$ cat config.mk
export PLATFORM = sky130hd
export DESIGN_NAME = rp_top
export DESIGN_NICKNAME = d
export VERILOG_FILES = /design/src/rtl/rp_pkg.sv /design/src/rtl/rp_regs.sv /design/src/rtl/rp_linear.sv /design/src/rtl/rp_adc_path.sv /design/src/rtl/rp_dac_path.sv /design/src/rtl/rp_debounce.sv /design/src/rtl/rp_top.sv
export VERILOG_INCLUDE_DIRS = /design/src /design/src/rtl
export SDC_FILE = /design/constraint.sdc
export NUM_CORES = 2
export LEC_CHECK = 0
export ABC_AREA = 0
export ABC_CLOCK_PERIOD_IN_PS = 7200
export BUFFER_PORTS_ARGS = -buffer_cell sky130_fd_sc_hd__buf_2
export CORE_UTILIZATION = 40
export DETAILED_ROUTE_END_ITERATION = 7
export SETUP_SLACK_MARGIN = 0.05
export SLEW_MARGIN = 20
export SYNTH_ARGS = -nofsm -noshare
export SYNTH_HDL_FRONTEND = slang
export SYNTH_HIERARCHICAL = 1
export SYNTH_SLANG_ARGS = --single-unit
$ cat constraint.sdc
create_clock -name adc_clk -period 7.2 [get_ports adc_clk]
set_input_delay 0.72 -clock adc_clk [delete_from_list [all_inputs] [get_ports adc_clk]]
set_output_delay 0.72 -clock adc_clk [all_outputs]
set_load 0.02 [all_outputs]
$ cat src/rtl/rp_defines.svh
////////////////////////////////////////////////////////////
// analog core shared widths, fixed-point scale and
// register reset values
////////////////////////////////////////////////////////////

`ifndef RP_DEFINES_SVH
`define RP_DEFINES_SVH

// ADC and DAC channel count
`define RP_CHN       2

// ADC pin bus, two reserved low bits below the sample
`define RP_ADC_W     16
`define RP_SMP_W     14

// calibration gain, 13 fraction bits
`define RP_MUL_W     16
`define RP_MUL_SHIFT 13
// unity gain
`define RP_MUL_RST   16'sh2000

// debounce hold-off counter
`define RP_LEN_W     20
// 0.5 ms at 125 MHz
`define RP_LEN_RST   20'd62500

// register bus
`define RP_ADDR_W    4
`define RP_DATA_W    32

`endif

$ cat src/rtl/rp_pkg.sv
////////////////////////////////////////////////////////////
// analog core types: samples, calibration values, register
// map and debounce states
////////////////////////////////////////////////////////////

`default_nettype none

`include "rp_defines.svh"

package rp_pkg;

  // signed sample, ADC and DAC side alike
  typedef logic signed [`RP_SMP_W-1:0] smp_t;
  // calibration gain and offset
  typedef logic signed [`RP_MUL_W-1:0] mul_t;
  typedef logic signed [`RP_SMP_W-1:0] sum_t;
  // hold-off length in clock cycles
  typedef logic        [`RP_LEN_W-1:0] len_t;

  // register map
  typedef enum logic [`RP_ADDR_W-1:0] {
    REG_MUX      = 4'd0,  // [1:0] loopback, [3:2] host source
    REG_DEB_LEN  = 4'd1,
    REG_ADC_MUL0 = 4'd2,
    REG_ADC_SUM0 = 4'd3,
    REG_ADC_MUL1 = 4'd4,
    REG_ADC_SUM1 = 4'd5,
    REG_DAC_MUL0 = 4'd6,
    REG_DAC_SUM0 = 4'd7,
    REG_DAC_MUL1 = 4'd8,
    REG_DAC_SUM1 = 4'd9
  } reg_addr_e;

  // debounce FSM
  typedef enum logic {
    DEB_IDLE = 1'b0,
    DEB_HOLD = 1'b1
  } deb_state_e;

endpackage : rp_pkg

`default_nettype wire

$ cat src/rtl/rp_regs.sv
////////////////////////////////////////////////////////////
// control registers for loopback/source muxes, per-channel
// calibration and debounce length, strobe access
////////////////////////////////////////////////////////////

`timescale 1ns/100ps
`default_nettype none

`include "rp_defines.svh"

module rp_regs (
  input  logic                        adc_clk,
  input  logic                        top_rst,
  // register access strobes
  input  logic                        reg_wr_i,
  input  logic                        reg_rd_i,
  input  logic [`RP_ADDR_W-1:0]       reg_addr_i,
  input  logic [`RP_DATA_W-1:0]       reg_wdata_i,
  output logic [`RP_DATA_W-1:0]       reg_rdata_o,
  output logic                        reg_ack_o,
  // mux selects per channel
  output logic [`RP_CHN-1:0]          mux_loop_o,
  output logic [`RP_CHN-1:0]          mux_host_o,
  // calibration per channel
  output rp_pkg::mul_t [`RP_CHN-1:0]  adc_mul_o,
  output rp_pkg::sum_t [`RP_CHN-1:0]  adc_sum_o,
  output rp_pkg::mul_t [`RP_CHN-1:0]  dac_mul_o,
  output rp_pkg::sum_t [`RP_CHN-1:0]  dac_sum_o,
  // debounce
  output rp_pkg::len_t                deb_len_o
);

  import rp_pkg::*;

  localparam int DW = `RP_DATA_W;

  reg_addr_e     addr;
  logic [DW-1:0] rd_mux;

  // sign extension for readback
  function automatic logic [DW-1:0] mul_rd(input mul_t val);
    return DW'(val);
  endfunction

  function automatic logic [DW-1:0] sum_rd(input sum_t val);
    return DW'(val);
  endfunction

  assign addr = reg_addr_e'(reg_addr_i);

  ////////////////////////////////////////////////////////////
  // write side
  ////////////////////////////////////////////////////////////

  always_ff @(posedge adc_clk or posedge top_rst) begin
    if (top_rst) begin
      // no loopback, generator source
      mux_loop_o <= '0;
      mux_host_o <= '0;
      deb_len_o  <= `RP_LEN_RST;
      // unity gain, zero offset
      adc_mul_o  <= {`RP_CHN{`RP_MUL_RST}};
      dac_mul_o  <= {`RP_CHN{`RP_MUL_RST}};
      adc_sum_o  <= '0;
      dac_sum_o  <= '0;
    end else if (reg_wr_i) begin
      case (addr)
        REG_MUX: begin
          mux_loop_o <= reg_wdata_i[`RP_CHN-1:0];
          mux_host_o <= reg_wdata_i[2*`RP_CHN-1:`RP_CHN];
        end
        REG_DEB_LEN:  deb_len_o    <= reg_wdata_i[`RP_LEN_W-1:0];
        REG_ADC_MUL0: adc_mul_o[0] <= reg_wdata_i[`RP_MUL_W-1:0];
        REG_ADC_SUM0: adc_sum_o[0] <= reg_wdata_i[`RP_SMP_W-1:0];
        REG_ADC_MUL1: adc_mul_o[1] <= reg_wdata_i[`RP_MUL_W-1:0];
        REG_ADC_SUM1: adc_sum_o[1] <= reg_wdata_i[`RP_SMP_W-1:0];
        REG_DAC_MUL0: dac_mul_o[0] <= reg_wdata_i[`RP_MUL_W-1:0];
        REG_DAC_SUM0: dac_sum_o[0] <= reg_wdata_i[`RP_SMP_W-1:0];
        REG_DAC_MUL1: dac_mul_o[1] <= reg_wdata_i[`RP_MUL_W-1:0];
        REG_DAC_SUM1: dac_sum_o[1] <= reg_wdata_i[`RP_SMP_W-1:0];
        // unmapped, write dropped
        default: ;
      endcase
    end
  end

  ////////////////////////////////////////////////////////////
  // read side
  ////////////////////////////////////////////////////////////

  always_comb begin
    case (addr)
      REG_MUX:      rd_mux = DW'({mux_host_o, mux_loop_o});
      REG_DEB_LEN:  rd_mux = DW'(deb_len_o);
      REG_ADC_MUL0: rd_mux = mul_rd(adc_mul_o[0]);
      REG_ADC_SUM0: rd_mux = sum_rd(adc_sum_o[0]);
      REG_ADC_MUL1: rd_mux = mul_rd(adc_mul_o[1]);
      REG_ADC_SUM1: rd_mux = sum_rd(adc_sum_o[1]);
      REG_DAC_MUL0: rd_mux = mul_rd(dac_mul_o[0]);
      REG_DAC_SUM0: rd_mux = sum_rd(dac_sum_o[0]);
      REG_DAC_MUL1: rd_mux = mul_rd(dac_mul_o[1]);
      REG_DAC_SUM1: rd_mux = sum_rd(dac_sum_o[1]);
      // unmapped reads zero
      default:      rd_mux = '0;
    endcase
  end

  // data and ack one cycle after the strobe
  always_ff @(posedge adc_clk or posedge top_rst) begin
    if (top_rst) begin
      reg_ack_o   <= 1'b0;
      reg_rdata_o <= '0;
    end else begin
      reg_ack_o <= reg_rd_i;
      if (reg_rd_i) begin
        reg_rdata_o <= rd_mux;
      end
    end
  end

endmodule : rp_regs

`default_nettype wire

$ cat src/rtl/rp_linear.sv
////////////////////////////////////////////////////////////
// gain and offset calibration in two pipeline stages
// with saturation to the sample range
////////////////////////////////////////////////////////////

`timescale 1ns/100ps
`default_nettype none

`include "rp_defines.svh"

module rp_linear #(
  parameter int DW = `RP_SMP_W
) (
  input  logic         adc_clk,
  input  logic         top_rst,
  input  rp_pkg::smp_t smp_i,
  input  rp_pkg::mul_t mul_i,
  input  rp_pkg::sum_t sum_i,
  output rp_pkg::smp_t smp_o
);

  // full product plus one guard bit for the offset add
  localparam int PW = DW + `RP_MUL_W;
  localparam int AW = PW + 1;
  localparam logic signed [AW-1:0] SAT_MAX = AW'((2 ** (DW - 1)) - 1);
  localparam logic signed [AW-1:0] SAT_MIN = AW'(-(2 ** (DW - 1)));

  logic signed [PW-1:0] mul_q;
  logic signed [AW-1:0] acc;
  logic signed [DW-1:0] sat;

  // stage 1 registers the widened product
  always_ff @(posedge adc_clk or posedge top_rst) begin
    if (top_rst) begin
      mul_q <= '0;
    end else begin
      mul_q <= PW'(smp_i) * PW'(mul_i);
    end
  end

  // drop fraction bits and add offset
  assign acc = AW'(mul_q >>> `RP_MUL_SHIFT) + AW'(sum_i);

  // clip to signed sample range
  always_comb begin
    if (acc > SAT_MAX) begin
      sat = SAT_MAX[DW-1:0];
    end else if (acc < SAT_MIN) begin
      sat = SAT_MIN[DW-1:0];
    end else begin
      sat = acc[DW-1:0];
    end
  end

  // stage 2
  always_ff @(posedge adc_clk or posedge top_rst) begin
    if (top_rst) begin
      smp_o <= '0;
    end else begin
      smp_o <= sat;
    end
  end

endmodule : rp_linear

`default_nettype wire

$ cat src/rtl/rp_adc_path.sv
////////////////////////////////////////////////////////////
// ADC channel: pin capture to signed, digital loopback
// mux and calibration
////////////////////////////////////////////////////////////

`timescale 1ns/100ps
`default_nettype none

`include "rp_defines.svh"

module rp_adc_path (
  input  logic                  adc_clk,
  input  logic                  top_rst,
  // ADC pins, offset binary
  input  logic [`RP_ADC_W-1:0]  adc_dat_i,
  // loopback from the DAC side
  input  logic                  loop_i,
  input  rp_pkg::smp_t          loop_smp_i,
  // calibration
  input  rp_pkg::mul_t          mul_i,
  input  rp_pkg::sum_t          sum_i,
  // calibrated sample
  output rp_pkg::smp_t          adc_smp_o
);

  import rp_pkg::*;

  smp_t adc_raw;
  smp_t lin_in;

  // pin capture
  // low two bits reserved, msb kept, rest inverted
  always_ff @(posedge adc_clk or posedge top_rst) begin
    if (top_rst) begin
      adc_raw <= '0;
    end else begin
      adc_raw <= {adc_dat_i[`RP_ADC_W-1],
                  ~adc_dat_i[`RP_ADC_W-2:`RP_ADC_W-`RP_SMP_W]};
    end
  end

  // digital loopback, no added register
  assign lin_in = loop_i ? loop_smp_i : adc_raw;

  // two-cycle calibration
  rp_linear u_lin (
    .adc_clk (adc_clk),
    .top_rst (top_rst),
    .smp_i   (lin_in),
    .mul_i   (mul_i),
    .sum_i   (sum_i),
    .smp_o   (adc_smp_o)
  );

endmodule : rp_adc_path

`default_nettype wire

$ cat src/rtl/rp_dac_path.sv
////////////////////////////////////////////////////////////
// DAC channel: source select, calibration and inverted
// slope unsigned output code
////////////////////////////////////////////////////////////

`timescale 1ns/100ps
`default_nettype none

`include "rp_defines.svh"

module rp_dac_path (
  input  logic                  adc_clk,
  input  logic                  top_rst,
  // source select, 1 takes the host stream
  input  logic                  host_i,
  input  rp_pkg::smp_t          gen_dat_i,
  input  rp_pkg::smp_t          host_dat_i,
  // calibration
  input  rp_pkg::mul_t          mul_i,
  input  rp_pkg::sum_t          sum_i,
  // signed sample toward the ADC loopback
  output rp_pkg::smp_t          cal_smp_o,
  // DAC code
  output logic [`RP_SMP_W-1:0]  dac_dat_o
);

  import rp_pkg::*;

  smp_t src_smp;

  // source mux
  assign src_smp = host_i ? host_dat_i : gen_dat_i;

  rp_linear u_lin (
    .adc_clk (adc_clk),
    .top_rst (top_rst),
    .smp_i   (src_smp),
    .mul_i   (mul_i),
    .sum_i   (sum_i),
    .smp_o   (cal_smp_o)
  );

  // output register
  // signed to unsigned with negative slope
  always_ff @(posedge adc_clk or posedge top_rst) begin
    if (top_rst) begin
      // code for zero
      dac_dat_o <= {1'b0, {(`RP_SMP_W-1){1'b1}}};
    end else begin
      dac_dat_o <= {cal_smp_o[`RP_SMP_W-1], ~cal_smp_o[`RP_SMP_W-2:0]};
    end
  end

endmodule : rp_dac_path

`default_nettype wire

$ cat src/rtl/rp_debounce.sv
////////////////////////////////////////////////////////////
// input debouncer, hold-off FSM with edge pulses
////////////////////////////////////////////////////////////

`timescale 1ns/100ps
`default_nettype none

`include "rp_defines.svh"

module rp_debounce (
  input  logic         adc_clk,
  input  logic         top_rst,
  // hold-off length in cycles
  input  rp_pkg::len_t len_i,
  // raw asynchronous input
  input  logic         d_i,
  // stable level and edge pulses
  output logic         d_o,
  output logic         pos_o,
  output logic         neg_o
);

  import rp_pkg::*;

  logic [1:0] sync_q;
  deb_state_e state_q;
  len_t       cnt_q;

  // two-flop synchronizer
  always_ff @(posedge adc_clk or posedge top_rst) begin
    if (top_rst) begin
      sync_q <= '0;
    end else begin
      sync_q <= {sync_q[0], d_i};
    end
  end

  ////////////////////////////////////////////////////////////
  // hold-off FSM
  ////////////////////////////////////////////////////////////

  always_ff @(posedge adc_clk or posedge top_rst) begin
    if (top_rst) begin
      state_q <= DEB_IDLE;
      cnt_q   <= '0;
      d_o     <= 1'b0;
      pos_o   <= 1'b0;
      neg_o   <= 1'b0;
    end else begin
      // pulses last one cycle
      pos_o <= 1'b0;
      neg_o <= 1'b0;
      case (state_q)
        DEB_IDLE: begin
          // level change, take it and start hold-off
          if (sync_q[1] != d_o) begin
            d_o     <= sync_q[1];
            pos_o   <= sync_q[1];
            neg_o   <= ~sync_q[1];
            cnt_q   <= len_i;
            state_q <= DEB_HOLD;
          end
        end
        DEB_HOLD: begin
          // input ignored until the count runs out
          if (cnt_q > len_t'(1)) begin
            cnt_q <= cnt_q - len_t'(1);
          end else begin
            state_q <= DEB_IDLE;
          end
        end
        default: state_q <= DEB_IDLE;
      endcase
    end
  end

endmodule : rp_debounce

`default_nettype wire

$ cat src/rtl/rp_top.sv
////////////////////////////////////////////////////////////
// analog core top: registers, ADC and DAC channel paths
// with loopback, expansion input debouncer
////////////////////////////////////////////////////////////

`timescale 1ns/100ps
`default_nettype none

`include "rp_defines.svh"

module rp_top (
  input  logic                                 adc_clk,
  input  logic                                 top_rst,
  // register access
  input  logic                                 reg_wr_i,
  input  logic                                 reg_rd_i,
  input  logic [`RP_ADDR_W-1:0]                reg_addr_i,
  input  logic [`RP_DATA_W-1:0]                reg_wdata_i,
  output logic [`RP_DATA_W-1:0]                reg_rdata_o,
  output logic                                 reg_ack_o,
  // ADC pins
  input  logic [`RP_CHN-1:0][`RP_ADC_W-1:0]    adc_dat_i,
  // DAC sample sources
  input  rp_pkg::smp_t [`RP_CHN-1:0]           gen_dat_i,
  input  rp_pkg::smp_t [`RP_CHN-1:0]           host_dat_i,
  // expansion input
  input  logic                                 exp_i,
  // outputs
  output rp_pkg::smp_t [`RP_CHN-1:0]           adc_smp_o,
  output logic [`RP_CHN-1:0][`RP_SMP_W-1:0]    dac_dat_o,
  output logic                                 deb_lvl_o,
  output logic                                 deb_pos_o,
  output logic                                 deb_neg_o
);

  import rp_pkg::*;

  // settings from the register block
  logic [`RP_CHN-1:0] mux_loop;
  logic [`RP_CHN-1:0] mux_host;
  mul_t [`RP_CHN-1:0] adc_mul;
  sum_t [`RP_CHN-1:0] adc_sum;
  mul_t [`RP_CHN-1:0] dac_mul;
  sum_t [`RP_CHN-1:0] dac_sum;
  len_t               deb_len;
  // calibrated DAC samples for loopback
  smp_t [`RP_CHN-1:0] dac_cal;

  rp_regs u_regs (
    .adc_clk     (adc_clk),
    .top_rst     (top_rst),
    .reg_wr_i    (reg_wr_i),
    .reg_rd_i    (reg_rd_i),
    .reg_addr_i  (reg_addr_i),
    .reg_wdata_i (reg_wdata_i),
    .reg_rdata_o (reg_rdata_o),
    .reg_ack_o   (reg_ack_o),
    .mux_loop_o  (mux_loop),
    .mux_host_o  (mux_host),
    .adc_mul_o   (adc_mul),
    .adc_sum_o   (adc_sum),
    .dac_mul_o   (dac_mul),
    .dac_sum_o   (dac_sum),
    .deb_len_o   (deb_len)
  );

  ////////////////////////////////////////////////////////////
  // channel paths
  ////////////////////////////////////////////////////////////

  for (genvar ch = 0; ch < `RP_CHN; ch++) begin : g_chn
    // loopback stays within the channel
    rp_adc_path u_adc (
      .adc_clk    (adc_clk),
      .top_rst    (top_rst),
      .adc_dat_i  (adc_dat_i[ch]),
      .loop_i     (mux_loop[ch]),
      .loop_smp_i (dac_cal[ch]),
      .mul_i      (adc_mul[ch]),
      .sum_i      (adc_sum[ch]),
      .adc_smp_o  (adc_smp_o[ch])
    );

    rp_dac_path u_dac (
      .adc_clk    (adc_clk),
      .top_rst    (top_rst),
      .host_i     (mux_host[ch]),
      .gen_dat_i  (gen_dat_i[ch]),
      .host_dat_i (host_dat_i[ch]),
      .mul_i      (dac_mul[ch]),
      .sum_i      (dac_sum[ch]),
      .cal_smp_o  (dac_cal[ch]),
      .dac_dat_o  (dac_dat_o[ch])
    );
  end : g_chn

  // expansion input events
  rp_debounce u_deb (
    .adc_clk (adc_clk),
    .top_rst (top_rst),
    .len_i   (deb_len),
    .d_i     (exp_i),
    .d_o     (deb_lvl_o),
    .pos_o   (deb_pos_o),
    .neg_o   (deb_neg_o)
  );

endmodule : rp_top

`default_nettype wire

# After elaboration in Yosys (flattened, before gate mapping)
# Index checks and enable logic that the tools add are counted.
[classes]
n_eq_ne = 12
n_mul = 4
addsub = 5
bitwise = 6
n_lt_le_gt_ge = 9
n_mux = 23
reduce_logical = 13
[op_table]
columns = ["op", "n"]
rows = [
  ["one-hot mux 32 bit (10 select lines)", 1],
  ["2-to-1 mux 14 bit", 12],
  ["multiplier 14 x 16 -> 30 bit", 4],
  ["adder 17 x 14 -> 18 bit", 4],
  ["> comparator 18 x 14 -> 1 bit (second input constant)", 4],
  ["< comparator 18 x 14 -> 1 bit (second input constant)", 4],
  ["inverter 13 bit", 4],
  ["2-to-1 mux 20 bit", 2],
  ["one-hot mux 20 bit (2 select lines)", 1],
  ["AND reduction 2 bit", 12],
  ["> comparator 20 x 1 -> 1 bit (second input constant)", 1],
  ["subtractor 20 x 1 -> 20 bit (second input constant)", 1],
  ["== test 4 x 3 -> 1 bit (second input constant)", 4],
  ["== test 4 x 2 -> 1 bit (second input constant)", 2],
  ["== test 4 bit (second input constant)", 2],
  ["2-to-1 mux 1 bit", 6],
  ["== test 4 x 1 -> 1 bit (second input constant)", 1],
  ["zero test 4 bit", 1],
  ["!= test 2 x 1 -> 1 bit (second input constant)", 1],
  ["!= test 2 bit (second input constant)", 1],
  ["inverter 1 bit", 2],
  ["one-hot mux 1 bit (2 select lines)", 1],
  ["!= test 1 bit", 1],
]
[totals]
register_bits = 435
out_inout_bits = 92

# Depth between registers and ports, before layout
[depth]
word_depth = 4
depth_mapped = 24

# Hierarchy
# The synthesis kept the hierarchy.
[by_module_without_submodules]
columns = ["mod", "cells_per_inst", "instances", "seq_area_each_um2", "area_each_um2"]
rows = [
  ["rp_linear at g_chn[1].u_dac.u_lin", 1040, 1, 775.7, 9846.9],
  ["rp_linear at g_chn[0].u_dac.u_lin", 1026, 1, 775.7, 9838.2],
  ["rp_linear at g_chn[0].u_adc.u_lin", 1056, 1, 775.7, 9781.9],
  ["rp_linear at g_chn[1].u_adc.u_lin", 1010, 1, 775.7, 9670.5],
  ["rp_regs", 556, 1, 4167.7, 7639.8],
  ["rp_debounce", 171, 1, 650.6, 1570.3],
  ["rp_dac_path", 43, 2, 366.6, 588.1],
  ["rp_adc_path", 43, 2, 350.3, 571.8],
]

# Worst setup path after synthesis
# No wires, ideal clock.
[synth_path]
path_type = "reg-to-reg"
start = "reg u_regs.mux_loop_o[1]"
end = "reg g_chn[1].u_adc.u_lin.mul_q[29]"
n_path_buf = 2
t_required_ps = 7072
path_stages_with_launch = 24
arrival_ps = 6405
path_slack_ps = 668
setup_time_ps = 128
path_cell_list = "dfrtp_1 > buf_6 > mux2_2 > clkbuf_1 > and2_1 > fa_1 > inv_1 > fa_1 > inv_1 > fa_1 > fa_1 > fa_1 > inv_1 > fa_1 > inv_1 > ha_1 > o21ai_0 > o21ai_1 > a221o_1 > a311o_1 > and2_4 > a211o_2 > a311oi_2 > xnor2_1"
[synth_between]
elab_chain_len = 2
[synth_lines]
columns = ["item", "line", "text"]
rows = [
  ["start, declared", "rp_regs.sv:22", "output logic [`RP_CHN-1:0] mux_loop_o,"],
  ["start signal, assigned", "rp_regs.sv:69", "mux_loop_o <= reg_wdata_i[`RP_CHN-1:0];"],
  ["2-to-1 mux 14 bit", "rp_adc_path.sv:43", "assign lin_in = loop_i ? loop_smp_i : adc_raw;"],
  ["named net g_chn[1].u_adc.lin_in[2]", "rp_adc_path.sv:29", "smp_t lin_in;"],
  ["multiplier 14 x 16 -> 30 bit", "rp_linear.sv:37", "mul_q <= PW'(smp_i) * PW'(mul_i);"],
  ["end signal, assigned", "rp_linear.sv:37", ""],
  ["end, declared", "rp_linear.sv:28", "logic signed [PW-1:0] mul_q;"],
]
# The timed path passes the listed nets, and every way through them passes these cells.
# A chain may end at the register's enable or synchronous reset.

# Final worst setup path
[layout_path]
start = "reg u_regs.mux_host_o[1]"
end = "reg g_chn[1].u_dac.u_lin.mul_q[24]"
[layout_between]
elab_chain_len = 2
[layout_lines]
columns = ["item", "line", "text"]
rows = [
  ["start, declared", "rp_regs.sv:23", "output logic [`RP_CHN-1:0] mux_host_o,"],
  ["start signal, assigned", "rp_regs.sv:70", "mux_host_o <= reg_wdata_i[2*`RP_CHN-1:`RP_CHN];"],
  ["2-to-1 mux 14 bit", "rp_dac_path.sv:32", "assign src_smp = host_i ? host_dat_i : gen_dat_i;"],
  ["named net g_chn[1].u_dac.src_smp[6]", "rp_dac_path.sv:29", "smp_t src_smp;"],
  ["multiplier 14 x 16 -> 30 bit", "rp_linear.sv:37", ""],
  ["end signal, assigned", "rp_linear.sv:37", ""],
  ["end, declared", "rp_linear.sv:28", ""],
]
# The timed path passes the listed nets, and every way through them passes these cells.

==> results.py <==
metrics = {
    "route": {
        "wl_per_cell_um": 20.0,
        "drc_errors": 0,
        "firstDrtPassIters": 5,
        "num_vias": 35400,
        "wirelength_um": 137000,
        "ant_nets": 0,
        "drt-initial-drc-count": 2304,
        "vias_per_cell": 5.17,
    },
    "layout": {
        "drive_gt1_frac": 0.132,
        "area_growth_pct": 8.22,
        "layout.nets": 6507,
        "fin_util": 0.437,
        "final_cells": 6843,
        "num-fill-cells": 12100,
        "multiInputGateArea_um2": 36500,
        "layout.area.seq_um2": 9360,
    },
    "sta": {
        "hold_ws_ns": 0.226,
        "timing.final.crit_share": 0.945,
        "slew_headroom": 0.241,
        "slew_viol_final": 0,
        "rsz0062_at_grt": "no",
        "worstMarginPinSlew_ns": 1.14,
        "finalSetupViolations": 0,
        "finalClockSkew_ns": 0.0360,
        "tns_ns": 0,
        "fin_crit_ns": 6.80,
        "hold_violations": 0,
        "fmaxAchievable_mhz": 147,
    },
    "cts": {
        "clk_pin_slew_ns": 0.06,
        "cts.htree.levels": 2,
        "root_buffer": "clkbuf_16",
        "cts.sinks": 372,
        "cts_tree": "built",
        "postCtsSetupBuffers": 0,
        "clk_latency_ns": 0.62,
        "clock_path_buffers": 3,
        "numCtsBuffers": 42,
    },
    "yosys": {
        "async_flop_share": 1.00,
        "synth.cells.most_frequent": "1034 x inv_1, 876 x fa_1, 474 x and2_1, 424 x nand2_1, 344 x ha_1",
        "synthesis.nets": 6380,
        "synth_seq_cells": 372,
        "synth.avg_cell_area_um2": 10.1,
        "yosysTopAreaCell": "fa_1",
        "synth_edf_count": 0,
        "synth.area.top_cells": "fa_1 35%, dfrtp_1 17%, ha_1 8.5%, inv_1 7.7%, and2_1 5.9%",
        "yosysMostFrequentCell": "inv_1",
        "synthFlopType": "dfrtp_1",
        "yosysTopAreaCellShare": 0.346,
        "synth_area_um2": 50700,
        "netlist_instances": 5031,
        "yosysWarnings": 6,
        "synth_cell_types": 120,
        "ys_seq_area_frac": 0.185,
    },
    "worst_setup_path": {
        "critPathLaunch": "u_regs/mux_host_o[1]",
        "start_kind": "register",
        "critPathCapture": "g_chn[1].u_dac/u_lin/mul_q[24]",
        "cp.required_ns": 7.67,
        "crit_arrival_ns": 7.28,
        "end_kind": "register",
        "r2r_setup_slack_ns": 0.40,
        "crit_type": "reg -> reg",
        "reg2reg_depth": 21,
        "r2r-start": "u_regs/mux_host_o[1]",
        "crit_fanout": 16,
        "rr_endpoint": "g_chn[1].u_dac/u_lin/mul_q[24]",
    },
    "placed_design": {
        "gp_routability_congestion": 0.921,
        "dp_hpwl_um": 109000,
        "io_buffer_count": 204,
        "dpl.cell_count": 6764,
    },
    "grt": {
        "grt_pass1_vias": 37300,
        "track_usage": 0.219,
        "overflow": 0,
        "antenna_found_initial": 11,
        "grt_pass1_wl_um": 216000,
        "grt_max_degree": 72,
    },
    "run_status": {
        "status": "complete, no violations",
    },
    "floorplan": {
        "core_area_um2": 126000,
        "die_h_um": 358,
        "start_util": 0.403,
        "die-area_um2": 128000,
        "die_width_um": 358,
        "rows": 130,
        "num_io_pins": 221,
    },
    "min_path": {
        "min_path_type": "in -> reg",
    },
    "job": {
        "drv_cap": 0,
    },
}
-- cell families (layout without fill, tap and decap cells) --
logic type,after synthesis,count (layout),synth area share
AND/OR/NAND/NOR,1300,1300,0.134
buffers and inverters,1228,1388,0.0950
adder cells (fa/ha/maj),1220,1220,0.431
AO/OA/AOI/OAI,524,524,0.0768
flip-flops,372,372,0.185
multiplexers,235,235,0.0517
XOR/XNOR,152,152,0.0268
other,0,2,0
-- registers in the layout, summed over array words and instances (netlist names), 32 cells and up --
signal                   count
u_regs/dac_mul_o            32
g_chn.u_dac/u_lin/mul_q     34
g_chn.u_adc/u_lin/mul_q     34
u_regs/adc_mul_o            32
-- worst min-delay path by stage --
stage / from / end / slack, ns / cells after the start
final: exp_i / u_deb/sync_q[0] / 0.23 / 1
after global routing: exp_i / u_deb/sync_q[0] / 0.21 / 1
after CTS: exp_i / u_deb/sync_q[0] / 0.20 / 1
after detailed placement: u_deb/sync_q[0] / u_deb/sync_q[1] / 0.34 / 0
after global placement: u_deb/sync_q[0] / u_deb/sync_q[1] / 0.33 / 0
after floorplan: u_deb/sync_q[0] / u_deb/sync_q[1] / 0.33 / 0
-- layout by cell type (no fill, tap or decap), types with 99 or more instances in the layout --
master and n:
a21oi_1 107, and2_1 474, buf_2 204, dfrtp_1 333, fa_1 876, ha_1 344, inv_1 1030, mux2_2 211
nand2_1 424, nor2_1 146, xnor2_1 99
-- per-layer routing --
layer	share of wire	wire length, um	global-route usage
met3	0.055	7490	0.0326
met5	0.00046	63	0
met1	0.45	62000	0.306
met4	0.027	3710	0.0571
met2	0.46	63600	0.355
-- critical path: stages (launching register included) --
cell,delay [ns]
dfrtp_1,0.40
buf_12,0.16
mux2_2,0.52
nand2_1,0.15
fa_1,0.51
fa_1,0.56
inv_1,0.06
fa_1,0.55
fa_1,0.43
fa_1,0.50
inv_1,0.05
fa_1,0.47
inv_1,0.04
ha_1,0.33
and3_1,0.21
and4_1,0.22
a32oi_1,0.27
nand2_1,0.14
o31a_1,0.40
a2111oi_2,0.38
nor3_1,0.12
xor2_1,0.16
-- repair_timing --
item | CTS | global route
setup endpoints to repair | 0 | 5
gates resized for setup | 0 | 4
hold buffers | 0 | 0
-- through the flow --
stage	cell area, um2	worst slack (ns)
floorplan	50700	0.668
global placement	53400	0.236
detailed placement	53400	0.213
CTS	54800	0.240
global route	54800	0.0740
finish	54800	0.397
-- cell type report --
class                           count  share of cell area
Clock inverter                     21             0.00447
Timing Repair Buffer              275              0.0288
Multi-Input combinational cell   3431               0.666
Clock buffer                       56              0.0214
Tap cell                         1650              0.0377
Sequential cell                   372               0.171
Inverter                         1036              0.0711
Antenna cell                        2           0.0000913
Power is left out: the tool's default activity adds up to more than one toggle a clock period on the data nets, which glitch-free logic cannot reach.
